==> config.mk <==
export PLATFORM = sky130hd
export DESIGN_NAME = regFile
export DESIGN_NICKNAME = d
export VERILOG_FILES = /design/src/design/dualIssuePkg.sv /design/src/design/regFile.sv
export VERILOG_INCLUDE_DIRS = /design/src /design/src/include
export SDC_FILE = /design/constraint.sdc
export NUM_CORES = 2
export LEC_CHECK = 0
export BUFFER_PORTS_ARGS = -buffer_cell sky130_fd_sc_hd__buf_2
export CORE_AREA = 2 2 511 513
export CTS_CLUSTER_SIZE = 28
export DETAILED_ROUTE_END_ITERATION = 6
export DIE_AREA = 0 0 513 515
export PLACE_DENSITY = 0.57
export SLEW_MARGIN = 10
export SYNTH_ARGS = -nofsm -noshare
export SYNTH_HDL_FRONTEND = slang
export SYNTH_SLANG_ARGS = --single-unit
==> constraint.sdc <==
create_clock -name clk -period 3.4 [get_ports clk]
set_input_delay 0.68 -clock clk [delete_from_list [all_inputs] [get_ports clk]]
set_output_delay 0.68 -clock clk [all_outputs]
set_load 0.03 [all_outputs]
==> src/include/core_settings.svh <==
// Global sizes and instruction field positions for the dual-issue core
// Include wherever a width or field slice is needed
`ifndef CORE_SETTINGS_SVH
`define CORE_SETTINGS_SVH

`define XLEN        32
`define REG_COUNT   32
`define REG_IDX_W   5
`define INSTR_W     32
`define READ_PORTS  4

// Instruction fields
`define OPC_HI      31
`define OPC_LO      28
`define RD_HI       27
`define RD_LO       23
`define RS1_HI      22
`define RS1_LO      18
`define RS2_HI      17
`define RS2_LO      13
`define IMM_HI      12
`define IMM_LO      0

`endif

==> src/design/dualIssuePkg.sv <==
// Shared types of the dual-issue core
// Imported by every stage and by the testbench
`include "core_settings.svh"

package dualIssuePkg;

    // --------------------
    // Data and index types
    // --------------------

    // One architectural register value
    typedef logic [`XLEN-1:0] dataWord;

    // Register number, 0 is the hardwired zero register
    typedef logic [`REG_IDX_W-1:0] regIndex;

    // --------------------
    // ALU operations
    // --------------------

    // Encoded exactly as the opcode field of an instruction
    typedef enum logic [3:0] {
        // Empty slot, no retire
        NOP  = 4'h0,
        ADD  = 4'h1,
        SUB  = 4'h2,
        AND  = 4'h3,
        OR   = 4'h4,
        XOR  = 4'h5,
        // Shift amount from low bits of operand B
        SLL  = 4'h6,
        SRL  = 4'h7,
        // Signed less-than, result 0 or 1
        SLT  = 4'h8,
        // rs1 plus sign-extended immediate
        ADDI = 4'h9
    } aluOp;

endpackage

==> src/design/regFile.sv <==
// 4-read 2-write register file with same-cycle write forwarding
// Write port 0 carries the older instruction, port 1 the younger
`include "core_settings.svh"

module regFile import dualIssuePkg::*; (
    input  logic    clk,
    input  logic    rst,
    // Read ports
    input  regIndex rdIdx0_i,
    input  regIndex rdIdx1_i,
    input  regIndex rdIdx2_i,
    input  regIndex rdIdx3_i,
    output dataWord rdData0_o,
    output dataWord rdData1_o,
    output dataWord rdData2_o,
    output dataWord rdData3_o,
    // Write port 0, older slot
    input  logic    wrEn0_i,
    input  regIndex wrIdx0_i,
    input  dataWord wrData0_i,
    // Write port 1, younger slot
    input  logic    wrEn1_i,
    input  regIndex wrIdx1_i,
    input  dataWord wrData1_i
);

    // No storage behind register 0
    dataWord regs [1:`REG_COUNT-1];

    regIndex rdIdx  [`READ_PORTS];
    dataWord rdData [`READ_PORTS];

    assign rdIdx[0] = rdIdx0_i;
    assign rdIdx[1] = rdIdx1_i;
    assign rdIdx[2] = rdIdx2_i;
    assign rdIdx[3] = rdIdx3_i;

    assign rdData0_o = rdData[0];
    assign rdData1_o = rdData[1];
    assign rdData2_o = rdData[2];
    assign rdData3_o = rdData[3];

    // --------------------
    // Read with forwarding
    // --------------------
    // Zero register first, then port 0, then port 1, then storage
    for (genvar p = 0; p < `READ_PORTS; p++) begin : gRead
        assign rdData[p] = (rdIdx[p] == '0)                     ? '0        :
                           (wrEn0_i && (wrIdx0_i == rdIdx[p])) ? wrData0_i :
                           (wrEn1_i && (wrIdx1_i == rdIdx[p])) ? wrData1_i :
                                                                 regs[rdIdx[p]];
    end

    // --------------------
    // Write
    // --------------------
    always_ff @(posedge clk) begin
        if (!rst) begin
            for (int r = 1; r < `REG_COUNT; r++) begin
                regs[r] <= '0;
            end
        end else begin
            if (wrEn0_i && (wrIdx0_i != '0)) begin
                regs[wrIdx0_i] <= wrData0_i;
            end
            // Later statement, so younger data lands on a shared index
            if (wrEn1_i && (wrIdx1_i != '0)) begin
                regs[wrIdx1_i] <= wrData1_i;
            end
        end
    end

    // Result stage must have squashed the older of two same-index writes
    noWriteCollision: assert property (@(posedge clk) disable iff (!rst)
        (wrEn0_i && wrEn1_i) |-> (wrIdx0_i != wrIdx1_i));

endmodule

==> qor.yml <==
status:
  status: "finished with violations"
  violations: "DRC, setup timing"
logic_synthesis:
  synthArstFlopShare_pct: 0
  ys_seq_area_share_pct: 39.73
  synth_compound_area_share_pct: 19.85
  synth-edff-count: 1024
  synthAdderAreaFrac_pct: 0
  synth_simple_gate_area_share_pct: 3.465
  synthCells: 5661
  synth_area_per_cell_um2: 13.67
  synthesis.area_mm2: 0.07739
  ys.flop_type: "edfxtp_1"
  synth_top_family_by_area: "multiplexers"
  ys_seq_elements: 1024
  synth_xor_area_share_pct: 0.4527
  yosys_warnings: 0
  synth.area.mux_share_pct: 31.15
  ys_types: 49
power:
  switching_share_pct: 32.16
  power_leakage_uw: 0.03683
  p_int_uw: 27830
  powerDensity_mw_per_mm2: 400.0
  power_switching_uw: 13190
  pwr-share-clk_pct: 34.5
  power_frac_seq_pct: 37.8
  power_frac_comb_pct: 27.7
  power.total_uw: 41020
  ir_drop_v: 0.0005942
critical_path:
  cp_common_cell: "buf_4"
  cp.required_ns: 2.72
  cp_max_fo: 3
  end_kind: "output pin"
  crit_type: "reg -> out"
  arrival_ns: 3.10
  slowest_delay_ns: 0.47
  cp_slowest_cell: "mux4_2"
  cp-start-kind: "flip-flop"
  crit_chain: "buf_4 -> mux4_2 -> a22o_1 -> a211oi_2 -> buf_4 -> nor4_4 -> a221o_1 -> buf_6"
placement:
  dp_cells: 9332
  port_buffers: 225
  place_congestion: 1.012
  dp_hpwl_mm: 287.7
timing:
  worst_slack_ns: -0.3826
  hold_ws_ns: 0.2652
  slew_headroom_pct: 10.48
  final_max_slew_viol_count: 0
  setup_viol: 128
  worst_pin_slew_ns: 1.340
  max_freq_ghz: 0.2644
  rsz0062_at_grt: "yes"
  period_needed_ns: 3.783
  hold_violations: 0
  finalCritPeriodShare_pct: 111.3
cells_and_area:
  layout_common_cells: "a22o_1, edfxtp_1, buf_4"
  area_growth_pct: 32.49
  reg.largest.list: "regs x1024"
  largest-register: "regs"
  drive_gt1_share_pct: 49.58
  largest_register_ffs: 1024
  layout_commonest_cell: "a22o_1"
  fin_nets: 6463
  fin_cells: 9884
min_path:
  hold_start: "wrData0_i[22]"
  hold_end: "regs[16][22]$_DFFE_PP_"
  hp-class: "in -> reg"
  hold_depth: 2
grt:
  grt_pass1_wl_mm: 599.6
  grt_max_degree: 42
  grt_antenna_before_repair: 26
  grt_overflow: 0
  grtUsageTotal_pct: 32.93
  grt_pass1_vias: 69760
routing:
  drc: 5
  drtIter0Drc: 13400
  drt_wl_total_mm: 452.3
  wl_per_cell_um: 45.76
  via_per_inst: 7.377
  first_pass_iters: 7
  vias: 72920
  drtAntennaViolNets: 0
cts:
  root_buffer: "clkbuf_16"
  htree_levels: 4
  cts_buffers: 131
  path_clk_slew_ns: 0.06
  ctsHoldBuffers: 0
  cts.path.max_buffers: 3
  cts.sinks: 1024
  tritoncts: "yes"
die:
  die_y_um: 515
  ioPinCount: 226
  initial_utilization_pct: 29.93
  fp.dieW_um: 513
  core_area_mm2: 0.2585
  die_area_mm2: 0.2642
  placementRows: 187
job:
  cap_violations: 0
==> final cells by class <==
type / instances / area [um2]
fillers: 23700 / 156000
multi-input cells: 3708 / 46350
flip-flops and latches: 1024 / 30750
repair buffers: 1493 / 16970
well taps: 3402 / 4257
clock buffers: 164 / 3508
clock inverters: 68 / 633.1
diodes: 18 / 45.04
inverters: 7 / 26.28
==> layer usage <==
metal / vias up / wire length, um / GRT usage [%]
li1: 25980 / - / -
met1: 36870 / 151700 / 38.99
met2: 7937 / 186500 / 46.87
met3: 2113 / 72290 / 14.41
met4: 18 / 41310 / 24.87
met5: - / 458 / 0.4932
==> stage by stage <==
step / cell area, um2 / setup WS [ns] / util (%) / setup TNS, ns
global route: 102500 / -0.4171 / 39.65 / -29.71
global placement: 89530 / -0.8041 / 34.63 / -68.76
detailed placement: 89550 / -0.7368 / 34.64 / -56.78
floorplan: 77520 / 0.08351 / - / 0
CTS: 100500 / -0.4083 / 38.87 / -25.02
finish: 102500 / -0.3826 / 39.66 / -26.68
==> synthesized netlist by cell type, types with 5 or more instances <==
cell type | number | area (um2)
inv_1 | 7 | 26.28
buf_1 | 42 | 157.7
and3_1 | 35 | 219.0
a221o_1 | 127 | 1271
buf_4 | 28 | 210.2
buf_2 | 244 | 1221
nor4_1 | 125 | 782.0
mux2_2 | 270 | 3040
nand3b_1 | 37 | 277.8
xor2_1 | 16 | 140.1
nand2_1 | 161 | 604.3
o211a_1 | 90 | 900.9
or3b_2 | 6 | 52.55
nor3b_1 | 14 | 105.1
buf_6 | 16 | 180.2
mux2i_1 | 350 | 3503
a22o_1 | 1086 | 9512
nand4_1 | 5 | 31.28
clkbuf_1 | 622 | 2335
xnor2_1 | 24 | 210.2
a221oi_1 | 129 | 1130
a221oi_2 | 21 | 315.3
a211oi_1 | 98 | 735.7
nor2_1 | 72 | 270.3
and2_1 | 8 | 50.05
nor2b_1 | 12 | 75.07
mux4_2 | 780 | 17570
and3b_1 | 5 | 43.79
o221ai_1 | 126 | 1104
nor3_1 | 7 | 35.03
a22oi_1 | 34 | 255.2
edfxtp_1 | 1024 | 30750
==> worst max-delay path: cells and delay by family, from the launching register on <==
family          cells  cell delay, ns
buf+inv             3            0.47
compound gates      3            0.85
simple gates        1            0.06
flops               1            0.43
mux                 1            0.47
==> cell families after synthesis <==
logic type / Yosys count
and+or+nand+nor: 505
other: 1
DFF: 1024
AOI/OAI and AO/OA: 1731
xor gates and xnor gates: 40
muxes: 1400
buffers and inverters: 960
==> power by group through the flow <==
stage	combinational [uW]	sequential, uW	clock [uW]
2_1_floorplan	5410	15400	0
3_3_place_gp	9180	15600	0
3_5_place_dp	9220	15700	0
4_1_cts	10600	15400	14100
5_1_grt	11500	15500	14600
6_report	11400	15500	14200
==> timing repair <==
item	in CTS	in global routing
buffers inserted	196	115
gates cloned	38	7
setup endpoints to repair	128	128
gates resized for setup	848	212
pin swaps	274	140
==> worst max path at each step <==
stage	startpoint	endpoint	slack (ns)
final	regs[27][0]$_DFFE_PP_	rdData0_o[0]	-0.38
after detailed placement	rdIdx2_i[0]	rdData2_o[13]	-0.74
after CTS	regs[31][30]$_DFFE_PP_	rdData2_o[30]	-0.41
after global routing	regs[27][0]$_DFFE_PP_	rdData0_o[0]	-0.42
after global placement	rdIdx2_i[0]	rdData2_o[13]	-0.80
after floorplan	rdIdx1_i[0]	rdData1_o[18]	0.08
Power figures use the tool's default switching activity.
