===== src/include/core_settings.svh =====
// Global sizes and instruction field positions for the dual-issue core
// Include wherever a width or field slice is needed
`ifndef CORE_SETTINGS_SVH
`define CORE_SETTINGS_SVH

`define XLEN        32
`define REG_COUNT   32
`define REG_IDX_W   5
`define INSTR_W     32
`define READ_PORTS  4

// Instruction fields
`define OPC_HI      31
`define OPC_LO      28
`define RD_HI       27
`define RD_LO       23
`define RS1_HI      22
`define RS1_LO      18
`define RS2_HI      17
`define RS2_LO      13
`define IMM_HI      12
`define IMM_LO      0

`endif


===== src/design/dualIssuePkg.sv =====
// Shared types of the dual-issue core
// Imported by every stage and by the testbench
`include "core_settings.svh"

package dualIssuePkg;

    // --------------------
    // Data and index types
    // --------------------

    // One architectural register value
    typedef logic [`XLEN-1:0] dataWord;

    // Register number, 0 is the hardwired zero register
    typedef logic [`REG_IDX_W-1:0] regIndex;

    // --------------------
    // ALU operations
    // --------------------

    // Encoded exactly as the opcode field of an instruction
    typedef enum logic [3:0] {
        // Empty slot, no retire
        NOP  = 4'h0,
        ADD  = 4'h1,
        SUB  = 4'h2,
        AND  = 4'h3,
        OR   = 4'h4,
        XOR  = 4'h5,
        // Shift amount from low bits of operand B
        SLL  = 4'h6,
        SRL  = 4'h7,
        // Signed less-than, result 0 or 1
        SLT  = 4'h8,
        // rs1 plus sign-extended immediate
        ADDI = 4'h9
    } aluOp;

endpackage


===== src/design/resultStage.sv =====
// Result register of the pair, write-back control and retire report
// Feeds both register file write ports and the top-level retire outputs
module resultStage import dualIssuePkg::*; (
    input  logic    clk,
    input  logic    rst,
    // From execute
    input  logic    slotValid0_i,
    input  logic    slotValid1_i,
    input  aluOp    op0_i,
    input  aluOp    op1_i,
    input  regIndex rd0_i,
    input  regIndex rd1_i,
    input  dataWord result0_i,
    input  dataWord result1_i,
    // Write-back with port 0 as the older slot
    output logic    wrEn0_o,
    output regIndex wrIdx0_o,
    output dataWord wrData0_o,
    output logic    wrEn1_o,
    output regIndex wrIdx1_o,
    output dataWord wrData1_o,
    // Retire report
    output logic    retireValid0_o,
    output logic    retireValid1_o,
    output regIndex retireRd0_o,
    output regIndex retireRd1_o,
    output dataWord retireData0_o,
    output dataWord retireData1_o
);

    logic    validQ0, validQ1;
    aluOp    opQ0, opQ1;
    regIndex rdQ0, rdQ1;
    dataWord resQ0, resQ1;

    always_ff @(posedge clk) begin
        if (!rst) begin
            validQ0 <= 1'b0;
            validQ1 <= 1'b0;
        end else begin
            validQ0 <= slotValid0_i;
            validQ1 <= slotValid1_i;
        end
    end

    // Payload
    always_ff @(posedge clk) begin
        opQ0  <= op0_i;
        opQ1  <= op1_i;
        rdQ0  <= rd0_i;
        rdQ1  <= rd1_i;
        resQ0 <= result0_i;
        resQ1 <= result1_i;
    end

    assign retireValid0_o = validQ0 && (opQ0 != NOP);
    assign retireValid1_o = validQ1 && (opQ1 != NOP);
    assign retireRd0_o    = rdQ0;
    assign retireRd1_o    = rdQ1;
    assign retireData0_o  = resQ0;
    assign retireData1_o  = resQ1;

    // --------------------
    // Write-back
    // --------------------
    // Older write dropped when the younger one hits the same register
    assign wrEn0_o   = retireValid0_o && (rdQ0 != '0) && !(retireValid1_o && (rdQ1 == rdQ0));
    assign wrEn1_o   = retireValid1_o && (rdQ1 != '0);
    assign wrIdx0_o  = rdQ0;
    assign wrIdx1_o  = rdQ1;
    assign wrData0_o = resQ0;
    assign wrData1_o = resQ1;

    // A pair aimed at one register leaves only the younger write
    youngerWriteWins: assert property (@(posedge clk) disable iff (!rst)
        (slotValid0_i && slotValid1_i && (rd0_i == rd1_i) && (rd1_i != '0))
            |=> (!wrEn0_o && wrEn1_o));

endmodule


===== config.mk =====
export PLATFORM = sky130hd
export DESIGN_NAME = resultStage
export DESIGN_NICKNAME = d
export VERILOG_FILES = /design/src/design/dualIssuePkg.sv /design/src/design/resultStage.sv
export VERILOG_INCLUDE_DIRS = /design/src /design/src/include
export SDC_FILE = /design/constraint.sdc
export NUM_CORES = 1
export LEC_CHECK = 0
export BUFFER_PORTS_ARGS = -buffer_cell sky130_fd_sc_hd__buf_2
export CAP_MARGIN = 20
export CORE_AREA = 2 2 93 95
export CTS_CLUSTER_DIAMETER = 200
export DETAILED_ROUTE_END_ITERATION = 8
export DIE_AREA = 0 0 95 97
export GPL_ROUTABILITY_DRIVEN = 0
export PLACE_DENSITY = 0.64
export SKIP_LAST_GASP = 1
export SYNTH_ARGS = -nofsm -noshare
export SYNTH_HDL_FRONTEND = slang
export SYNTH_SLANG_ARGS = --single-unit

===== constraint.sdc =====
create_clock -name clk -period 1.77 [get_ports clk]
set_input_delay 0.2655 -clock clk [delete_from_list [all_inputs] [get_ports clk]]
set_output_delay 0.2655 -clock clk [all_outputs]
set_load 0.02 [all_outputs]

==> flow_summary.ini, run 1 <==
[run_status]
status = finished with violations
violations = negative setup slack

[die]
die_h_um = 97
io_pins = 238
dieWidth_um = 95
rows = 33
core_mm2 = 0.00813
initial_core_util_pct = 29.0
die_area_mm2 = 0.00922

[worst_setup_path]
crit_cells = 3
worst-path-buf-inv = 1
critPathLaunchType = register
path_max_fanout = 2
path_class = register to output port
path_delay_family = simple AND/OR/NAND/NOR gates
arrival_ns = 1.53
cp_slowest_cell = or4_4
critPathCaptureType = output port
max_stage_delay_ns = 0.52
worstPathRequired_ns = 1.50
worstPathCellList = or4_4 > o21a_1 > buf_6

[sta]
hold_viol_final = 0
whs_ns = 0.0294
slew_violations = 0
finalSetupViolCount = 2
setup_slack_ns = -0.0216
clock.fmax_mhz = 558
worstMarginPinSlew_ns = 0.176
period_share_pct = 101
slew_headroom_pct = 88.3
fin_crit_ns = 1.79
rsz0062_at_grt = true
fin_tns_setup_ns = -0.0349

[synth]
seq_area_frac_synth_pct = 71.3
synthCells = 174
syn_area_mm2 = 0.00236
synth.avg_cell_area_um2 = 13.6
synth_cell_types = 11
synth_fp_nets = 260
yosys_warnings = 0
ys_ff_latch = 84

[finish]
most-common-layout-cells = buf_2, dfxtp_1, dlygate4sd3_1, clkbuf_8
post-route-util_pct = 45.4
syn_to_final_growth_pct = 56.7
final_common_cell = buf_2
nets = 471
nFillCells = 778
drive_above_1_share_pct = 67.3
diodes = 0

[grt]
grt_usage_pct = 13.9
grt_pass1_vias = 1887
grt-ovfl-total = 0
grt_pass1_wl_mm = 9.40
grt_max_degree = 13
antenna_found_initial = 0

[place]
port_buffers = 237
hpwl_mm = 4.98
dp_slack_ns = 0.297

[hold_path]
min_path_cells = 1
hold_class = input pin to register

[drt]
ant_nets = 0
dr.pass1.iters = 4
via_per_inst = 3.78
first_iter_violations = 6
wl_per_cell_um = 13.5
route.detailed.drc = 0
vias = 1863
drt-total-wl_mm = 6.68

[clocking]
cts_sinks = 84
htreeDepth = 3
cts_buffer_depth = 2
cts_tree = yes
numCtsBuffers = 9
clkTransAtPathRegs_ns = 0.08
cts-root-buf = clkbuf_8

[power_and_ir_drop]
powerDensity_mw_per_mm2 = 1070
total_leakage_power_nw = 1.94
p_total_w = 0.00396
ir_worst_vdd_uv = 536

[run]
drv_cap = 0
==> what timing repair did <==
| item | in CTS | in global routing |
|---|---|---|
| pin swaps | 2 | 3 |
| hold buffers | 25 | 8 |
| setup buffers | 4 | 0 |
| hold endpoints to repair | 25 | 8 |
| gates resized for setup | 6 | 4 |
| setup endpoints to repair | 2 | 2 |
==> cell type report <==
type                       count  area, um^2  share of cell area [%]
sequential                    84        1690                    45.6
clock buffer                  12         155                    4.20
clock inverter                 2        35.0                   0.948
timing repair buffer         274        1560                    42.1
multi-input combinational     16         133                    3.59
tap                          105         131                    3.55
==> sequential cells by signal, indices dropped and copies added, names as in the netlist <==
signal / cells
retireData1_o: 32
opQ0: 4
retireRd0_o: 5
retireRd1_o: 5
opQ1: 4
validQ0: 1
retireData0_o: 32
validQ1: 1
==> path summary, 6_finish.rpt <==
check                                        to              startpoint
worst min-delay path  retireData1_o[13]$_DFF_P_           result1_i[13]
worst max-delay path                    wrEn1_o  retireRd1_o[2]$_DFF_P_
==> logic make-up after synthesis <==
logic type,synth area share [%]
simple gates,1.54
buf+inv,23.6
flops,71.3
xor+xnor,1.86
compound gates,1.75
==> power breakdown <==
group,switching [W],leakage [nW],internal [W]
clock network,0.000600,0.0983,0.000712
registers,0.0000494,0.709,0.00199
logic,0.000352,1.14,0.000252
==> cell usage after synthesis <==
master | count | area share [%]
dfxtp_1 | 84 | 71
buf_4 | 74 | 24
xor2_1 | 5 | 1.9
and2_1 | 2 | 0.53
o41a_1 | 2 | 0.95
or4_1 | 2 | 0.64
a31oi_1 | 1 | 0.27
nor2_1 | 1 | 0.16
nor3_1 | 1 | 0.21
o21a_1 | 1 | 0.32
o21ai_1 | 1 | 0.21
==> metal layers <==
layer / wire length [um] / vias to the layer above / track usage [%]
met5: 0 / - / 0
met4: 67 / 0 / 4.01
met3: 751 / 7 / 6.70
met2: 3680 / 129 / 26.7
met1: 2180 / 837 / 12.3
li1: - / 890 / -
==> through the flow <==
step           area (um^2)  std cells
2_1_floorplan         2360        174
3_3_place_gp          3120        442
3_5_place_dp          3120        442
4_1_cts               3600        485
5_1_grt               3700        493
6_report              3700        493
Note: power is estimated with default switching activity, not from simulation.
==> run 2: changes to the inputs <==
--- a/config.mk
+++ b/config.mk
@@ -14,6 +14,7 @@
 export DIE_AREA = 0 0 95 97
 export GPL_ROUTABILITY_DRIVEN = 0
 export PLACE_DENSITY = 0.64
+export SETUP_SLACK_MARGIN = 0.5
 export SKIP_LAST_GASP = 1
 export SYNTH_ARGS = -nofsm -noshare
 export SYNTH_HDL_FRONTEND = slang
==> flow_summary.ini, run 2 (same netlist as run 1, synthesis figures left out) <==
[sta]
fin_tns_setup_ns = -0.0396
rsz0062_at_grt = true
hold_viol_final = 0
setup_slack_ns = -0.0396
worstMarginPinSlew_ns = 0.246
period_share_pct = 102
slew_violations = 0
finalSetupViolCount = 1
fin_crit_ns = 1.81
clock.fmax_mhz = 553
whs_ns = 0.0276
slew_headroom_pct = 83.5

[place]
dpl_cell_area_mm2 = 0.00315
port_buffers = 237
hpwl_mm = 4.89

[clocking]
clkTransAtPathRegs_ns = 0.08
cts_buffer_depth = 2
cts_sinks = 84
numCtsBuffers = 9
cts-root-buf = clkbuf_8
htreeDepth = 3
cts_tree = yes

[worst_setup_path]
path_delay_family = simple AND/OR/NAND/NOR gates
arrival_ns = 1.54
max_stage_delay_ns = 0.54
worst-path-buf-inv = 1
critPathLaunchType = register
path_max_fanout = 2
cp_slowest_cell = or4_4
crit_path_start = retireRd0_o[1]$_DFF_P_
crit_cells = 4
critPathCaptureType = output port
worstPathCellList = or4_4 > o21ai_4 > a31oi_4 > buf_6
worstPathRequired_ns = 1.50
path_class = register to output port

[grt]
busiest_layer = met2
use_met3_pct = 5.76
grt_util_met1_pct = 12.2
antenna_found_initial = 0
grt_pass1_wl_mm = 9.25
grt_pass1_vias = 1861
grt_max_degree = 14
use_met2_pct = 26.1
grt-ovfl-total = 0
grt_usage_pct = 13.6

[hold_path]
hp-start = op0_i[0]
min_path_cells = 1
hold_class = input pin to register

[finish]
most-common-layout-cells = buf_2, dfxtp_1, dlygate4sd3_1, clkbuf_8
final_common_cell = buf_2
post-route-util_pct = 48.5
drive_above_1_share_pct = 65.0
diodes = 0
nFillCells = 731
nets = 489
syn_to_final_growth_pct = 67.4
fin_area_mm2 = 0.00395

[power_and_ir_drop]
ir_worst_vdd_uv = 392
total_leakage_power_nw = 2.03
powerDensity_mw_per_mm2 = 1050

[die]
dieWidth_um = 95
initial_core_util_pct = 29.0
core_mm2 = 0.00813
die_h_um = 97
die_area_mm2 = 0.00922
io_pins = 238
rows = 33

[run_status]
status = finished with violations
violations = negative setup slack

[drt]
vias = 1941
route.detailed.drc = 0
ant_nets = 0
drt-total-wl_mm = 7.00
dr.pass1.iters = 4
via_per_inst = 3.80
first_iter_violations = 21
wl_per_cell_um = 13.7

[run]
drv_cap = 0
[run 2: cell types whose count changed in the layout (fill, tap and decap cells not counted), moves of 2 or more]
cell	delta
clkinvlp_4	+2
buf_6	+4
buf_2	-4
dlygate4sd3_1	+18
[run 2: path summary, 6_finish.rpt]
path,end
min,opQ0[0]$_DFF_P_
max,wrEn0_o
[run 2: layout make-up]
class | count | area (um^2) | area share (%)
clock inverter | 4 | 75.1 | 1.90
sequential | 84 | 1690 | 42.7
tap | 105 | 131 | 3.33
multi-input combinational | 16 | 158 | 3.99
clock buffer | 10 | 138 | 3.49
timing repair buffer | 292 | 1760 | 44.6
[run 2: timing repair]
| item | CTS | global route |
|---|---|---|
| hold endpoints to repair | 26 | 25 |
| endpoints found under the setup margin | 4 | 9 |
| gates resized for setup | 8 | 6 |
| hold buffers | 26 | 25 |
| buffers inserted | 4 | 0 |
| cloned | 0 | 0 |
| pin swaps | 3 | 1 |
[run 2: per-stage QoR]
step / instances / setup slack, ns / total power [W]
finish: 511 / -0.0396 / 0.00415
global route: 511 / -0.115 / 0.00434
CTS: 486 / -0.0848 / 0.00415
detailed placement: 442 / 0.273 / 0.00263
global placement: 442 / 0.287 / 0.00263
floorplan: 174 / 0.392 / 0.00247
[run 2: where the power goes]
group / internal (W) / switching, W / total [W]
clock: 0.000818 / 0.000636 / 0.00145
combinational: 0.000285 / 0.000366 / 0.000651
sequential: 0.00199 / 0.0000494 / 0.00204
[run 2: metal layers]
metal,vias up,share of wire [%]
met2,128,56
li1,928,-
met3,4,9.5
met4,0,0.81
met1,881,34
met5,-,0
==> run 3: changes to the inputs <==
--- a/config.mk
+++ b/config.mk
@@ -14,6 +14,7 @@
 export DIE_AREA = 0 0 95 97
 export GPL_ROUTABILITY_DRIVEN = 0
 export PLACE_DENSITY = 0.64
+export REMOVE_ABC_BUFFERS = 1
 export SETUP_SLACK_MARGIN = 0.5
 export SKIP_LAST_GASP = 1
 export SYNTH_ARGS = -nofsm -noshare
==> flow_summary.ini, run 3 (same netlist as run 1, synthesis figures left out) <==
[power_and_ir_drop]
combPwrFrac_pct = 16.6
total_leakage_power_nw = 2.02
p_switching_w = 0.00104
p_clk_share_pct = 30.5
powerDensity_mw_per_mm2 = 990
power_frac_seq_pct = 53.0
p_total_w = 0.00386
swShare_pct = 27.0
ir_worst_vdd_uv = 435
p_int_w = 0.00282

[worst_setup_path]
worst-path-buf-inv = 1
arrival_ns = 1.53
cp_slowest_cell = or4_4
max_stage_delay_ns = 0.52
path_class = register to output port
path_max_fanout = 2
worstPathRequired_ns = 1.50
path_delay_family = simple AND/OR/NAND/NOR gates
critPathCaptureType = output port
critPathLaunchType = register
worstPathCellList = or4_4 > o21a_1 > buf_6

[die]
initial_core_util_pct = 29.0
die_area_mm2 = 0.00922
die_h_um = 97
rows = 33
io_pins = 238
core_mm2 = 0.00813
dieWidth_um = 95

[sta]
slew_headroom_pct = 88.6
slew_violations = 0
setup_slack_ns = -0.0250
worstMarginPinSlew_ns = 0.171
fin_crit_ns = 1.80
clock.fmax_mhz = 557
period_share_pct = 101
finalSetupViolCount = 2
whs_ns = 0.0259
hold_viol_final = 0
rsz0062_at_grt = true

[drt]
drt-total-wl_mm = 6.54
dr.pass1.iters = 4
route.detailed.drc = 0
vias = 1919
ant_nets = 0
via_per_inst = 3.71
first_iter_violations = 8
wl_per_cell_um = 12.6

[run_status]
status = finished with violations
violations = negative setup slack

[finish]
regArea_mm2 = 0.00169
final_common_cell = buf_2
drive_above_1_share_pct = 64.4
nFillCells = 759
syn_to_final_growth_pct = 65.1
most-common-layout-cells = buf_2, dfxtp_1, dlygate4sd3_1, clkbuf_8, buf_4
nets = 491
multi_input_area_um2 = 133
fin_area_mm2 = 0.00389

[place]
port_buffers = 237
dpl_cell_area_mm2 = 0.00312
hpwl_mm = 4.75

[clocking]
cts_tree = yes
cts_sinks = 84
cts-root-buf = clkbuf_8
clkTransAtPathRegs_ns = 0.07
cts_buffer_depth = 2
numCtsBuffers = 9
htreeDepth = 3

[grt]
grt_max_degree = 14
grt_pass1_vias = 1856
antenna_found_initial = 3
grt-ovfl-total = 0
grt_pass1_wl_mm = 9.07
grt_usage_pct = 13.3

[run]
drv_cap = 0

[hold_path]
hold_class = input pin to register
run 3: changes by cell type in the layout (fill, tap and decap cells not counted), moves of 2 or more:
| cell | change |
|---|---|
| buf_4 | +3 |
| buf_6 | -2 |
| bufinv_16 | -2 |
| clkinv_2 | +4 |
| diode_2 | +2 |
run 3: per-layer routing:
layer	vias to the layer above	track usage, %	share of wire [%]	wire, um
li1	935	-	-	-
met4	2	5.69	1.5	98
met1	850	12.2	35	2260
met3	13	6.46	10	661
met2	119	24.1	54	3510
met5	-	0	0.21	14
run 3: final timing paths:
path                  cells past startpoint                    from                  endpoint  slack [ns]
worst max-delay path                      3  retireRd1_o[1]$_DFF_P_                   wrEn1_o       -0.03
worst min-delay path                      1            result1_i[9]  retireData1_o[9]$_DFF_P_        0.03
run 3: what timing repair did:
action / in CTS / in global routing
setup endpoints to repair: 4 / 6
hold buffers: 43 / 9
resized for setup: 10 / 7
buffers inserted: 5 / 0
pin swaps: 3 / 3
endpoints found under the hold margin: 43 / 9
run 3: area by class of cell:
class / count / area share, %
Clock inverter: 5 / 0.707
Antenna cell: 2 / 0.128
Clock buffer: 11 / 3.63
Sequential cell: 84 / 43.3
Tap cell: 105 / 3.37
Multi-Input combinational cell: 16 / 3.41
Timing Repair Buffer: 294 / 45.5
run 3: metrics by stage:
stage | worst slack, ns | util [%] | instances | TNS (ns)
detailed placement | 0.292 | 38.4 | 442 | 0
floorplan | 0.272 | - | 100 | 0
global placement | 0.318 | 38.4 | 442 | 0
global route | -0.0879 | 47.9 | 516 | -0.165
finish | -0.0250 | 47.9 | 517 | -0.0374
CTS | -0.0686 | 46.5 | 506 | -0.130
run 3: power by group through the flow:
stage	sequential (W)	combinational [W]	clock, W
3_5_place_dp	0.00209	0.000529	0
6_report	0.00204	0.000638	0.00117
2_1_floorplan	0.00232	0.0000232	0
4_1_cts	0.00204	0.000620	0.00125
3_3_place_gp	0.00208	0.000531	0
5_1_grt	0.00206	0.000675	0.00133
