--- src/include/core_settings.svh ---
// Global sizes and instruction field positions for the dual-issue core
// Include wherever a width or field slice is needed
`ifndef CORE_SETTINGS_SVH
`define CORE_SETTINGS_SVH

`define XLEN        32
`define REG_COUNT   32
`define REG_IDX_W   5
`define INSTR_W     32
`define READ_PORTS  4

// Instruction fields
`define OPC_HI      31
`define OPC_LO      28
`define RD_HI       27
`define RD_LO       23
`define RS1_HI      22
`define RS1_LO      18
`define RS2_HI      17
`define RS2_LO      13
`define IMM_HI      12
`define IMM_LO      0

`endif

--- src/design/dualIssuePkg.sv ---
// Shared types of the dual-issue core
// Imported by every stage and by the testbench
`include "core_settings.svh"

package dualIssuePkg;

    // --------------------
    // Data and index types
    // --------------------

    // One architectural register value
    typedef logic [`XLEN-1:0] dataWord;

    // Register number, 0 is the hardwired zero register
    typedef logic [`REG_IDX_W-1:0] regIndex;

    // --------------------
    // ALU operations
    // --------------------

    // Encoded exactly as the opcode field of an instruction
    typedef enum logic [3:0] {
        // Empty slot, no retire
        NOP  = 4'h0,
        ADD  = 4'h1,
        SUB  = 4'h2,
        AND  = 4'h3,
        OR   = 4'h4,
        XOR  = 4'h5,
        // Shift amount from low bits of operand B
        SLL  = 4'h6,
        SRL  = 4'h7,
        // Signed less-than, result 0 or 1
        SLT  = 4'h8,
        // rs1 plus sign-extended immediate
        ADDI = 4'h9
    } aluOp;

endpackage

--- src/design/decodeStage.sv ---
// Decode of an instruction pair, operand read and dependency stall
// Holds the decoded pair for one cycle in front of execute
`include "core_settings.svh"

module decodeStage import dualIssuePkg::*; (
    input  logic                clk,
    input  logic                rst,
    // Issue side
    input  logic                issueValid_i,
    input  logic [`INSTR_W-1:0] instr0_i,
    input  logic [`INSTR_W-1:0] instr1_i,
    output logic                issueReady_o,
    // Register file reads
    output regIndex             rdIdx0_o,
    output regIndex             rdIdx1_o,
    output regIndex             rdIdx2_o,
    output regIndex             rdIdx3_o,
    input  dataWord             rdData0_i,
    input  dataWord             rdData1_i,
    input  dataWord             rdData2_i,
    input  dataWord             rdData3_i,
    // Decoded pair towards execute
    output logic                slotValid0_o,
    output logic                slotValid1_o,
    output aluOp                op0_o,
    output aluOp                op1_o,
    output regIndex             rd0_o,
    output regIndex             rd1_o,
    output dataWord             opA0_o,
    output dataWord             opA1_o,
    output dataWord             opB0_o,
    output dataWord             opB1_o,
    output regIndex             rs1Idx1_o,
    output regIndex             rs2Idx1_o
);

    localparam int IMM_W = `IMM_HI - `IMM_LO + 1;

    logic [`INSTR_W-1:0] instr [2];
    aluOp    opD    [2];
    regIndex rdD    [2];
    regIndex rs1D   [2];
    regIndex rs2D   [2];
    dataWord immD   [2];
    dataWord srcA   [2];
    dataWord srcB   [2];
    logic    useRs1 [2];
    logic    useRs2 [2];
    logic    depend [2];
    logic    accept;

    // Decode register
    logic    validQ  [2];
    aluOp    opQ     [2];
    regIndex rdQ     [2];
    dataWord opAQ    [2];
    dataWord opBQ    [2];
    regIndex rs1Q1;
    regIndex rs2Q1;
    logic    writerQ [2];

    assign instr[0] = instr0_i;
    assign instr[1] = instr1_i;

    // Slot 0 reads on ports 0 and 1 and slot 1 on ports 2 and 3
    assign rdIdx0_o = rs1D[0];
    assign rdIdx1_o = rs2D[0];
    assign rdIdx2_o = rs1D[1];
    assign rdIdx3_o = rs2D[1];
    assign srcA[0]  = rdData0_i;
    assign srcB[0]  = rdData1_i;
    assign srcA[1]  = rdData2_i;
    assign srcB[1]  = rdData3_i;

    // Slots in the register that will write a real register
    assign writerQ[0] = validQ[0] && (rdQ[0] != '0);
    assign writerQ[1] = validQ[1] && (rdQ[1] != '0);

    // --------------------
    // Per-slot decode
    // --------------------
    for (genvar s = 0; s < 2; s++) begin : gSlot
        assign opD[s]  = aluOp'(instr[s][`OPC_HI:`OPC_LO]);
        assign rdD[s]  = instr[s][`RD_HI:`RD_LO];
        assign rs1D[s] = instr[s][`RS1_HI:`RS1_LO];
        assign rs2D[s] = instr[s][`RS2_HI:`RS2_LO];
        assign immD[s] = {{(`XLEN-IMM_W){instr[s][`IMM_HI]}}, instr[s][`IMM_HI:`IMM_LO]};

        // ADDI reads rs1 only and NOP reads nothing
        assign useRs1[s] = (opD[s] != NOP);
        assign useRs2[s] = (opD[s] != NOP) && (opD[s] != ADDI);

        // Source produced by the pair now sitting in decode
        assign depend[s] =
            (useRs1[s] && (rs1D[s] != '0) &&
             ((writerQ[0] && (rs1D[s] == rdQ[0])) || (writerQ[1] && (rs1D[s] == rdQ[1])))) ||
            (useRs2[s] && (rs2D[s] != '0) &&
             ((writerQ[0] && (rs2D[s] == rdQ[0])) || (writerQ[1] && (rs2D[s] == rdQ[1]))));
    end

    // One-cycle stall while the producing pair moves on to result
    assign issueReady_o = !(depend[0] || depend[1]);
    assign accept       = issueValid_i && issueReady_o;

    // --------------------
    // Decode register
    // --------------------
    always_ff @(posedge clk) begin
        if (!rst) begin
            validQ[0] <= 1'b0;
            validQ[1] <= 1'b0;
        end else begin
            // Empty slots go through as invalid
            validQ[0] <= accept && (opD[0] != NOP);
            validQ[1] <= accept && (opD[1] != NOP);
        end
    end

    always_ff @(posedge clk) begin
        if (accept) begin
            for (int s = 0; s < 2; s++) begin
                opQ[s]  <= opD[s];
                rdQ[s]  <= rdD[s];
                opAQ[s] <= srcA[s];
                opBQ[s] <= (opD[s] == ADDI) ? immD[s] : srcB[s];
            end
            // Unused sources parked on x0 so the cascade check ignores them
            rs1Q1 <= useRs1[1] ? rs1D[1] : '0;
            rs2Q1 <= useRs2[1] ? rs2D[1] : '0;
        end
    end

    assign slotValid0_o = validQ[0];
    assign slotValid1_o = validQ[1];
    assign op0_o        = opQ[0];
    assign op1_o        = opQ[1];
    assign rd0_o        = rdQ[0];
    assign rd1_o        = rdQ[1];
    assign opA0_o       = opAQ[0];
    assign opA1_o       = opAQ[1];
    assign opB0_o       = opBQ[0];
    assign opB1_o       = opBQ[1];
    assign rs1Idx1_o    = rs1Q1;
    assign rs2Idx1_o    = rs2Q1;

    // The bubble behind a held pair clears the hazard by the next cycle
    stallOneCycle: assert property (@(posedge clk) disable iff (!rst)
        !issueReady_o |=> issueReady_o);

endmodule

--- config.mk ---
export PLATFORM = sky130hd
export DESIGN_NAME = decodeStage
export DESIGN_NICKNAME = d
export VERILOG_FILES = /design/src/design/dualIssuePkg.sv /design/src/design/decodeStage.sv
export VERILOG_INCLUDE_DIRS = /design/src /design/src/include
export SDC_FILE = /design/constraint.sdc
export NUM_CORES = 1
export LEC_CHECK = 0
export BUFFER_PORTS_ARGS = -buffer_cell sky130_fd_sc_hd__buf_2
export CORE_AREA = 3 3 143 145
export CTS_CLUSTER_DIAMETER = 30
export CTS_CLUSTER_SIZE = 30
export DETAILED_ROUTE_END_ITERATION = 7
export DIE_AREA = 0 0 146 148
export GPL_ROUTABILITY_DRIVEN = 1
export HOLD_SLACK_MARGIN = 0.08
export PLACE_DENSITY = 0.68
export SLEW_MARGIN = 20
export SYNTH_ARGS = -nofsm -noshare
export SYNTH_HDL_FRONTEND = slang
export SYNTH_SLANG_ARGS = --single-unit
--- constraint.sdc ---
create_clock -name clk -period 21.1 [get_ports clk]
set_input_delay 2.11 -clock clk [delete_from_list [all_inputs] [get_ports clk]]
set_output_delay 2.11 -clock clk [all_outputs]
set_load 0.1 [all_outputs]
==> out/metrics.csv, run 1 <==
stage;metric;value;unit
status;status;finished clean;
worst_hold_path;worst hold path type;register to register;
floorplan;die height;148;µm
critical_path;WS Path Type;primary input to output port;
timing;final-report max-slew violation count;0;
yosys;Synth top area share;74.6;%
power;Leak Pwr;3.92;nW
floorplan;Core ar.;19300;µm²
yosys;syn_nets;599;
global_routing;GR peak layer;met2;
yosys;top post-synthesis cells by area;edfxtp_1 75%, nand2_1 5.1%, xnor2_1 4.6%, mux2_2 4.3%, buf_4 2.4%;
placed_design;port buffer count;373;
critical_path;CP Launch Type;primary input;
detailed_routing;routed length per instance;17.1;µm
clock_tree;deepest clock path buffer count;2;
yosys;asr flop ratio synth;0;%
global_routing;initial antenna violation count;0;
timing;Slew HR;30.4;%
yosys;cell with the most instances after synthesis;edfxtp_1;
yosys;Syn Area/Cell;15.6;µm²
floorplan;row count;51;
critical_path;reg-to-reg endpoint;opBQ[0][18];
yosys;Synth Cell Area;6280;µm²
clock_tree;clk_lat worst skew;0.41;ns
yosys;YS warnings;0;
yosys;main flop type after synthesis;edfxtp_1;
timing;f_max;0.153;GHz
global_routing;met1 usage;17.6;%
critical_path;CP arrival;4.43;ns
detailed_routing;Routed Antenna Nets;0;
clock_tree;H-tree depth;4;
floorplan;Starting Density;32.5;%
placed_design;Routability Congestion;0.794;
clock_tree;Worst-path clk slew;0.06;ns
timing;Final Critical Period;6.54;ns
clock_tree;cts hold-fix bufs;0;
power;VDD IR max;0.0498;mV
detailed_routing;Routed WL;17700;µm
global_routing;first-pass GRT wire length;26000;µm
critical_path;Worst EP required;18.99;ns
timing;fin crit share;31.0;%
final_layout;Layout Nets;955;
detailed_routing;number of DRC markers in iteration 0;233;
global_routing;M2 GR Usage;28.6;%
global_routing;pin count of the biggest net entering global routing;72;
yosys;most frequent cells after synthesis;156 x edfxtp_1, 85 x nand2_1, 33 x xnor2_1;
critical_path;Critical R2R Launch;rdQ[0][6];
global_routing;number of global-route vias before repair;4588;
clock_tree;postcts setup bufs;0;
critical_path;R2R cell count;7;
yosys;number of synthesized flops with an enable pin;156;
critical_path;Setup crit start;instr1_i[28];
final_layout;area of the multi-input gates;1330;µm²
timing;setup TNS;0;ns
final_layout;Core Util, Final;45.7;%
floorplan;die width;146;µm
yosys;Synth area leader;edfxtp_1;
floorplan;# IOs;374;
final_layout;n_diodes;0;
clock_tree;cts bufs inserted;17;
yosys;post-synthesis sequential area ratio;75.2;%
timing;Worst-Margin Slew;1.04;ns
critical_path;r2r setup slk;17.25;ns
critical_path;CP endpoint;issueReady_o;
detailed_routing;vias;4580;
timing;RSZ-0062 raised after global routing;false;
run;number of max-cap violations;0;
timing;final setup vio count;0;
placed_design;post-DP HPWL;13800;µm
clock_tree;cts repair resizes;0;
clock_tree;clock sink count;158;
timing;Fin Hold WS;0.948;ns
timing;Setup WS post-layout;14.56;ns
placed_design;worst slack, placed;14.56;ns
clock_tree;root buffer cell;clkbuf_16;
yosys;library cells used by synthesis;27;
final_layout;proportion of layout cells with a drive suffix above 1;57.0;%
detailed_routing;drt pass-1 iters;5;
global_routing;grt ovf;0;
timing;Hold Violations, Final;0;
final_layout;Fill cells;1779;
yosys;Mapped Cells;404;
global_routing;met3 Usage GRT;5.43;%
timing;clock skew;0.0101;ns
clock_tree;CTS tree;yes;
critical_path;worst-path fanout max;7;
yosys;Seq cells post-synth;158;
detailed_routing;drt via density;4.42;
critical_path;Crit. End Element;output port;
detailed_routing;DRC;0;
final_layout;Area growth, synth to finish;40.7;%
power;Pwr per Cell Area;105;nW/µm²
floorplan;DIE AREA;21600;µm²
final_layout;flip-flop and latch area;4720;µm²
power;total chip power;933;µW
global_routing;Total GRT Usage;15.9;%
## through the flow
step | instance area (µm²) | cells
after floorplan | 6280 | 404
after global routing | 8840 | 1037
after CTS | 8840 | 1037
after detailed placement | 8280 | 1006
after global placement | 8280 | 1006
final | 8840 | 1037
## worst max-delay path, cell delays in order
cell	delay (ns)
buf_2	0.13
or4_1	0.71
o21ai_2	0.13
nor4_1	0.07
or4_4	0.57
nor3_1	0.22
buf_2	0.47
## flip-flops by register name, summed over array words and instances (netlist names)
name	flops
opAQ	64
opBQ	64
rdQ	10
opQ	8
rs1Idx1_o	5
rs2Idx1_o	5
validQ	2
## cell families (layout without fill, tap and decap cells)
group	count (synthesis)	in the layout	share of synthesized area (%)
compound gates	7	7	1.02
xor+xnor	41	41	5.72
buf+inv	41	409	3.88
flops	158	158	75.2
mux	24	24	4.30
simple gates	133	133	9.88
## layout make-up
type                    count  area share (%)
clock inverters            13            1.47
repair buffers            377            21.5
clock buffers              18            4.85
multi-input cells         205            15.0
well taps                 265            3.75
flip-flops and latches    158            53.4
inverters                   1          0.0425
## how the worst min path moves through the flow
stage | cells past startpoint | endpoint | start | slack [ns]
6_report | 4 | validQ[0][1] | validQ[0][1] | 0.95
5_1_grt | 4 | validQ[0][0] | validQ[0][1] | 1.03
4_1_cts | 4 | validQ[0][1] | validQ[0][1] | 0.95
3_5_place_dp | 4 | validQ[0][1] | validQ[0][1] | 0.94
3_3_place_gp | 4 | validQ[0][0] | validQ[0][1] | 0.95
2_1_floorplan | 4 | validQ[0][0] | validQ[0][1] | 1.31
## routing by layer
metal  vias to the layer above  share of wire [%]  routed length [µm]
met4                         0                1.7                 304
met5                         -                  0                   0
met1                      2141                 37                6570
li1                       2151                  -                   -
met3                        23                8.6                1520
met2                       265                 53                9320
## where the power goes
| group | switching [mW] | internal (mW) |
|---|---|---|
| logic | 0.217 | 0.0408 |
| clock network | 0.128 | 0.165 |
| registers | 0.00854 | 0.374 |
## placed cells by master, fill, tap and decap left out, types with 2 or more instances in the layout
cell type | netlist | routed
nand4_1 | 2 | 2
edfxtp_1 | 156 | 156
clkbuf_16 | 0 | 17
nor2_1 | 3 | 3
nor4_1 | 8 | 7
nand3_1 | 11 | 10
nand2_1 | 85 | 85
inv_6 | 0 | 5
or4_1 | 7 | 7
buf_2 | 6 | 373
and2_1 | 10 | 10
dfxtp_1 | 2 | 2
clkinv_4 | 0 | 2
buf_4 | 20 | 4
xnor2_1 | 33 | 33
xor2_1 | 8 | 8
nor3_1 | 2 | 2
o21ai_2 | 2 | 2
or4_4 | 2 | 2
clkinvlp_4 | 0 | 3
mux2_2 | 24 | 24
or4_2 | 2 | 2
No activity file was read; power rests on OpenSTA's default activity.
==> run 2: changes to the inputs <==
--- a/config.mk
+++ b/config.mk
@@ -6,6 +6,7 @@
 export SDC_FILE = /design/constraint.sdc
 export NUM_CORES = 1
 export LEC_CHECK = 0
+export ABC_AREA = 1
 export BUFFER_PORTS_ARGS = -buffer_cell sky130_fd_sc_hd__buf_2
 export CORE_AREA = 3 3 143 145
 export CTS_CLUSTER_DIAMETER = 30
@@ -14,7 +15,7 @@
 export DIE_AREA = 0 0 146 148
 export GPL_ROUTABILITY_DRIVEN = 1
 export HOLD_SLACK_MARGIN = 0.08
-export PLACE_DENSITY = 0.68
+export PLACE_DENSITY = 0.72
 export SLEW_MARGIN = 20
 export SYNTH_ARGS = -nofsm -noshare
 export SYNTH_HDL_FRONTEND = slang
==> constraint.sdc (replaced) <==
create_clock -name clk -period 5.3 [get_ports clk]
set_input_delay 0.53 -clock clk [delete_from_list [all_inputs] [get_ports clk]]
set_output_delay 0.53 -clock clk [all_outputs]
set_load 0.1 [all_outputs]
==> out/metrics.csv, run 2 <==
stage;metric;value;unit;change
detailed_routing;vias;4896;;was 4,580
floorplan;Starting Density;33.2;%;was 32.5%
yosys;Seq cells post-synth;158;;unchanged
detailed_routing;WL met3;1730;µm;was 1520 µm
critical_path;Crit. End Element;register;;was output port
floorplan;row count;51;;unchanged
placed_design;post-DP HPWL;14400;µm;was 13,800 µm
yosys;number of synthesized flops with an enable pin;156;;unchanged
critical_path;Critical R2R Launch;rdQ[0][7];;was rdQ[0][6]
yosys;library cells used by synthesis;24;;was 27
detailed_routing;DRC;0;;unchanged
timing;Setup WS post-layout;2.49;ns;was 14.56 ns
yosys;main flop type after synthesis;edfxtp_1;;unchanged
global_routing;initial antenna violation count;3;;was 0
critical_path;Worst EP required;5.43;ns;was 18.99 ns
yosys;Syn Area/Cell;12.5;µm²;was 15.6 µm²
clock_tree;cts hold-fix bufs;0;;unchanged
power;total chip power;3.75;mW;was 933 µW
floorplan;Core ar.;19300;µm²;unchanged
detailed_routing;number of DRC markers in iteration 0;236;;was 233
global_routing;Total GRT Usage;16.2;%;was 15.9%
floorplan;die height;148;µm;unchanged
placed_design;worst slack, placed;2.06;ns;was 14.56 ns
timing;setup TNS;0;ns;unchanged
yosys;Mapped Cells;514;;was 404
detailed_routing;M1 WL;6830;µm;was 6570 µm
yosys;Synth top area share;73.1;%;was 74.6%
power;Pwr per Cell Area;416;nW/µm²;was 105 nW/µm²
worst_hold_path;worst hold path type;primary input to register;;was register to register
timing;Final Critical Period;2.81;ns;
detailed_routing;drt pass-1 iters;5;;unchanged
yosys;most frequent cells after synthesis;197 x nand2_1, 156 x edfxtp_1, 33 x nor2_1;;was 156 x edfxtp_1, 85 x nand2_1, 33 x xnor2_1
global_routing;grt ovf;0;;unchanged
yosys;Synth Cell Area;6410;µm²;was 6280 µm²
detailed_routing;routed length per instance;16.0;µm;was 17.1 µm
final_layout;final instance area;9000;µm²;was 8840 µm²
final_layout;Area growth, synth to finish;40.4;%;was 40.7%
critical_path;r2r setup slk;2.49;ns;was 17.25 ns
placed_design;Post-Place Cell Area;8410;µm²;was 8280 µm²
critical_path;Worst path most repeated cell;nand2_1;;was buf_2
floorplan;DIE AREA;21600;µm²;unchanged
placed_design;Routability Congestion;0.868;;was 0.794
run;number of max-cap violations;0;;unchanged
detailed_routing;drt via density;4.26;;was 4.42
yosys;cell with the most instances after synthesis;nand2_1;;was edfxtp_1
status;status;finished clean;;unchanged
final_layout;most frequent cells in the layout;373 x buf_2, 197 x nand2_1, 156 x edfxtp_1;;was 373 x buf_2, 156 x edfxtp_1, 85 x nand2_1
floorplan;die width;146;µm;unchanged
final_layout;fin cells;1150;;was 1,037
clock_tree;deepest clock path buffer count;2;;unchanged
final_layout;commonest non-fill, non-tap cell in the layout;buf_2;;unchanged
clock_tree;clk_lat worst skew;0.42;ns;was 0.41 ns
yosys;Synth area leader;edfxtp_1;;unchanged
power;VDD IR max;0.192;mV;was 0.0498 mV
placed_design;port buffer count;373;;unchanged
timing;clock skew;0.0124;ns;was 0.0101 ns
timing;fin crit share;53.0;%;
clock_tree;clock sink count;158;;unchanged
clock_tree;postcts setup bufs;0;;unchanged
timing;Worst-Margin Slew;0.814;ns;was 1.04 ns
timing;Slew HR;45.6;%;was 30.4%
clock_tree;H-tree depth;4;;unchanged
critical_path;reg-to-reg endpoint;rdQ[0][9];;was opBQ[0][18]
final_layout;Layout Nets;1066;;was 955
clock_tree;CTS tree;yes;;unchanged
yosys;asr flop ratio synth;0;%;unchanged
floorplan;# IOs;374;;unchanged
yosys;post-synthesis sequential area ratio;73.7;%;was 75.2%
worst_hold_path;hold_sp;rdData2_i[27];;was validQ[0][1]
detailed_routing;Routed Antenna Nets;0;;unchanged
timing;Hold Violations, Final;0;;unchanged
final_layout;Top Registers;opAQ x64, opBQ x64, rdQ x10;;unchanged
worst_hold_path;Hold EP;opAQ[0][59];;was validQ[0][1]
critical_path;CP Launch Type;register;;was primary input
global_routing;first-pass GRT wire length;26500;µm;was 26,000 µm
power;Leak Pwr;4.32;nW;was 3.92 nW
timing;final setup vio count;0;;unchanged
critical_path;worst-path fanout max;54;;was 7
critical_path;CP arrival;2.94;ns;was 4.43 ns
timing;RSZ-0062 raised after global routing;false;;unchanged
critical_path;Critical-path top delay cell;clkinvlp_4;;was or4_1
detailed_routing;Routed WL;18400;µm;was 17,700 µm
timing;f_max;0.356;GHz;
clock_tree;cts repair resizes;0;;unchanged
final_layout;proportion of layout cells with a drive suffix above 1;47.9;%;was 57.0%
global_routing;number of global-route vias before repair;4746;;was 4,588
clock_tree;cts bufs inserted;17;;unchanged
yosys;top post-synthesis cells by area;edfxtp_1 73%, nand2_1 12%, xor2_1 2.7%, buf_4 2.7%, nor2_1 1.9%;;was edfxtp_1 75%, nand2_1 5.1%, xnor2_1 4.6%, mux2_2 4.3%, buf_4 2.4%
clock_tree;Worst-path clk slew;0.07;ns;was 0.06 ns
critical_path;WS Path Type;register to register;;was primary input to output port
global_routing;pin count of the biggest net entering global routing;57;;was 72
critical_path;largest stage delay on the critical path;0.65;ns;was 0.71 ns
critical_path;Critical Path, Cell by Cell;nor2_4 > nand3_2 > nand2_2 > inv_1 > nand3_1 > nand2_1 > nand2_1 > nand2_1 > nor2_2 > nand2_2 > clkinvlp_4 > buf_12;;was buf_2 > or4_1 > o21ai_2 > nor4_1 > or4_4 > nor3_1 > buf_2
yosys;YS warnings;0;;unchanged
detailed_routing;top sig layer;met4;;unchanged
placed_design;dpl cells;1117;;was 1,006
worst_hold_path;Hold Path Depth;1;;was 4
yosys;syn_nets;709;;was 599
detailed_routing;DR WL met2;9520;µm;was 9320 µm
timing;final-report max-slew violation count;0;;unchanged
clock_tree;root buffer cell;clkbuf_16;;unchanged
critical_path;R2R cell count;12;;was 7
## run 2: power breakdown
| part | internal [mW] | leakage [nW] | total [mW] | switching [mW] |
|---|---|---|---|---|
| Combinational | 0.157 | 2.50 | 1.02 | 0.864 |
| Sequential | 1.49 | 1.54 | 1.52 | 0.0367 |
| Clock | 0.633 | 0.283 | 1.20 | 0.569 |
## run 2: logic make-up (layout without fill, tap and decap cells)
kind of cell           Yosys count  after routing  share of synthesized area [%]
AND/OR/NAND/NOR                252            252                           15.7
flip-flops                     158            158                           73.7
buffers and inverters           65            435                           5.66
XOR/XNOR                        33             33                           4.51
AO/OA/AOI/OAI                    6              6                          0.488
other                            0              1                              0
## run 2: layer usage
| layer | vias to the layer above | track usage, % |
|---|---|---|
| met5 | - | 0 |
| met4 | 0 | 5.74 |
| met3 | 20 | 5.67 |
| met2 | 253 | 28.9 |
| met1 | 2225 | 18.1 |
| li1 | 2398 | - |
## run 2: how the worst max path moves through the flow
stage,end,cells after the start,startpoint
2_1_floorplan,opAQ[0][0],12,rdQ[0][3]
3_3_place_gp,opBQ[0][61],12,instr1_i[29]
3_5_place_dp,opBQ[0][40],12,instr1_i[29]
4_1_cts,opBQ[0][37],12,rdQ[0][7]
5_1_grt,rdQ[0][9],12,rdQ[0][3]
6_report,rdQ[0][9],12,rdQ[0][7]
## run 2: area by class of cell
cell class	count	area (µm²)
diodes	1	2.50
fillers	1813	10300
multi-input cells	291	1320
repair buffers	378	1930
well taps	265	332
clock buffers	17	425
inverters	25	97.6
clock inverters	15	169
flip-flops and latches	158	4720
## run 2: through the flow
step / hold slack (ns) / util, %
finish: 0.284 / 46.6
global route: 0.258 / 46.6
CTS: 0.256 / 46.6
detailed placement: 0.708 / 43.5
global placement: 0.707 / 43.5
floorplan: 0.629 / -
## run 2: critical path, delay by kind of cell (launching register included)
kind	cells	cell delay [ns]
buffers and inverters	3	1.25
DFF	1	0.61
and+or+nand+nor	9	0.61
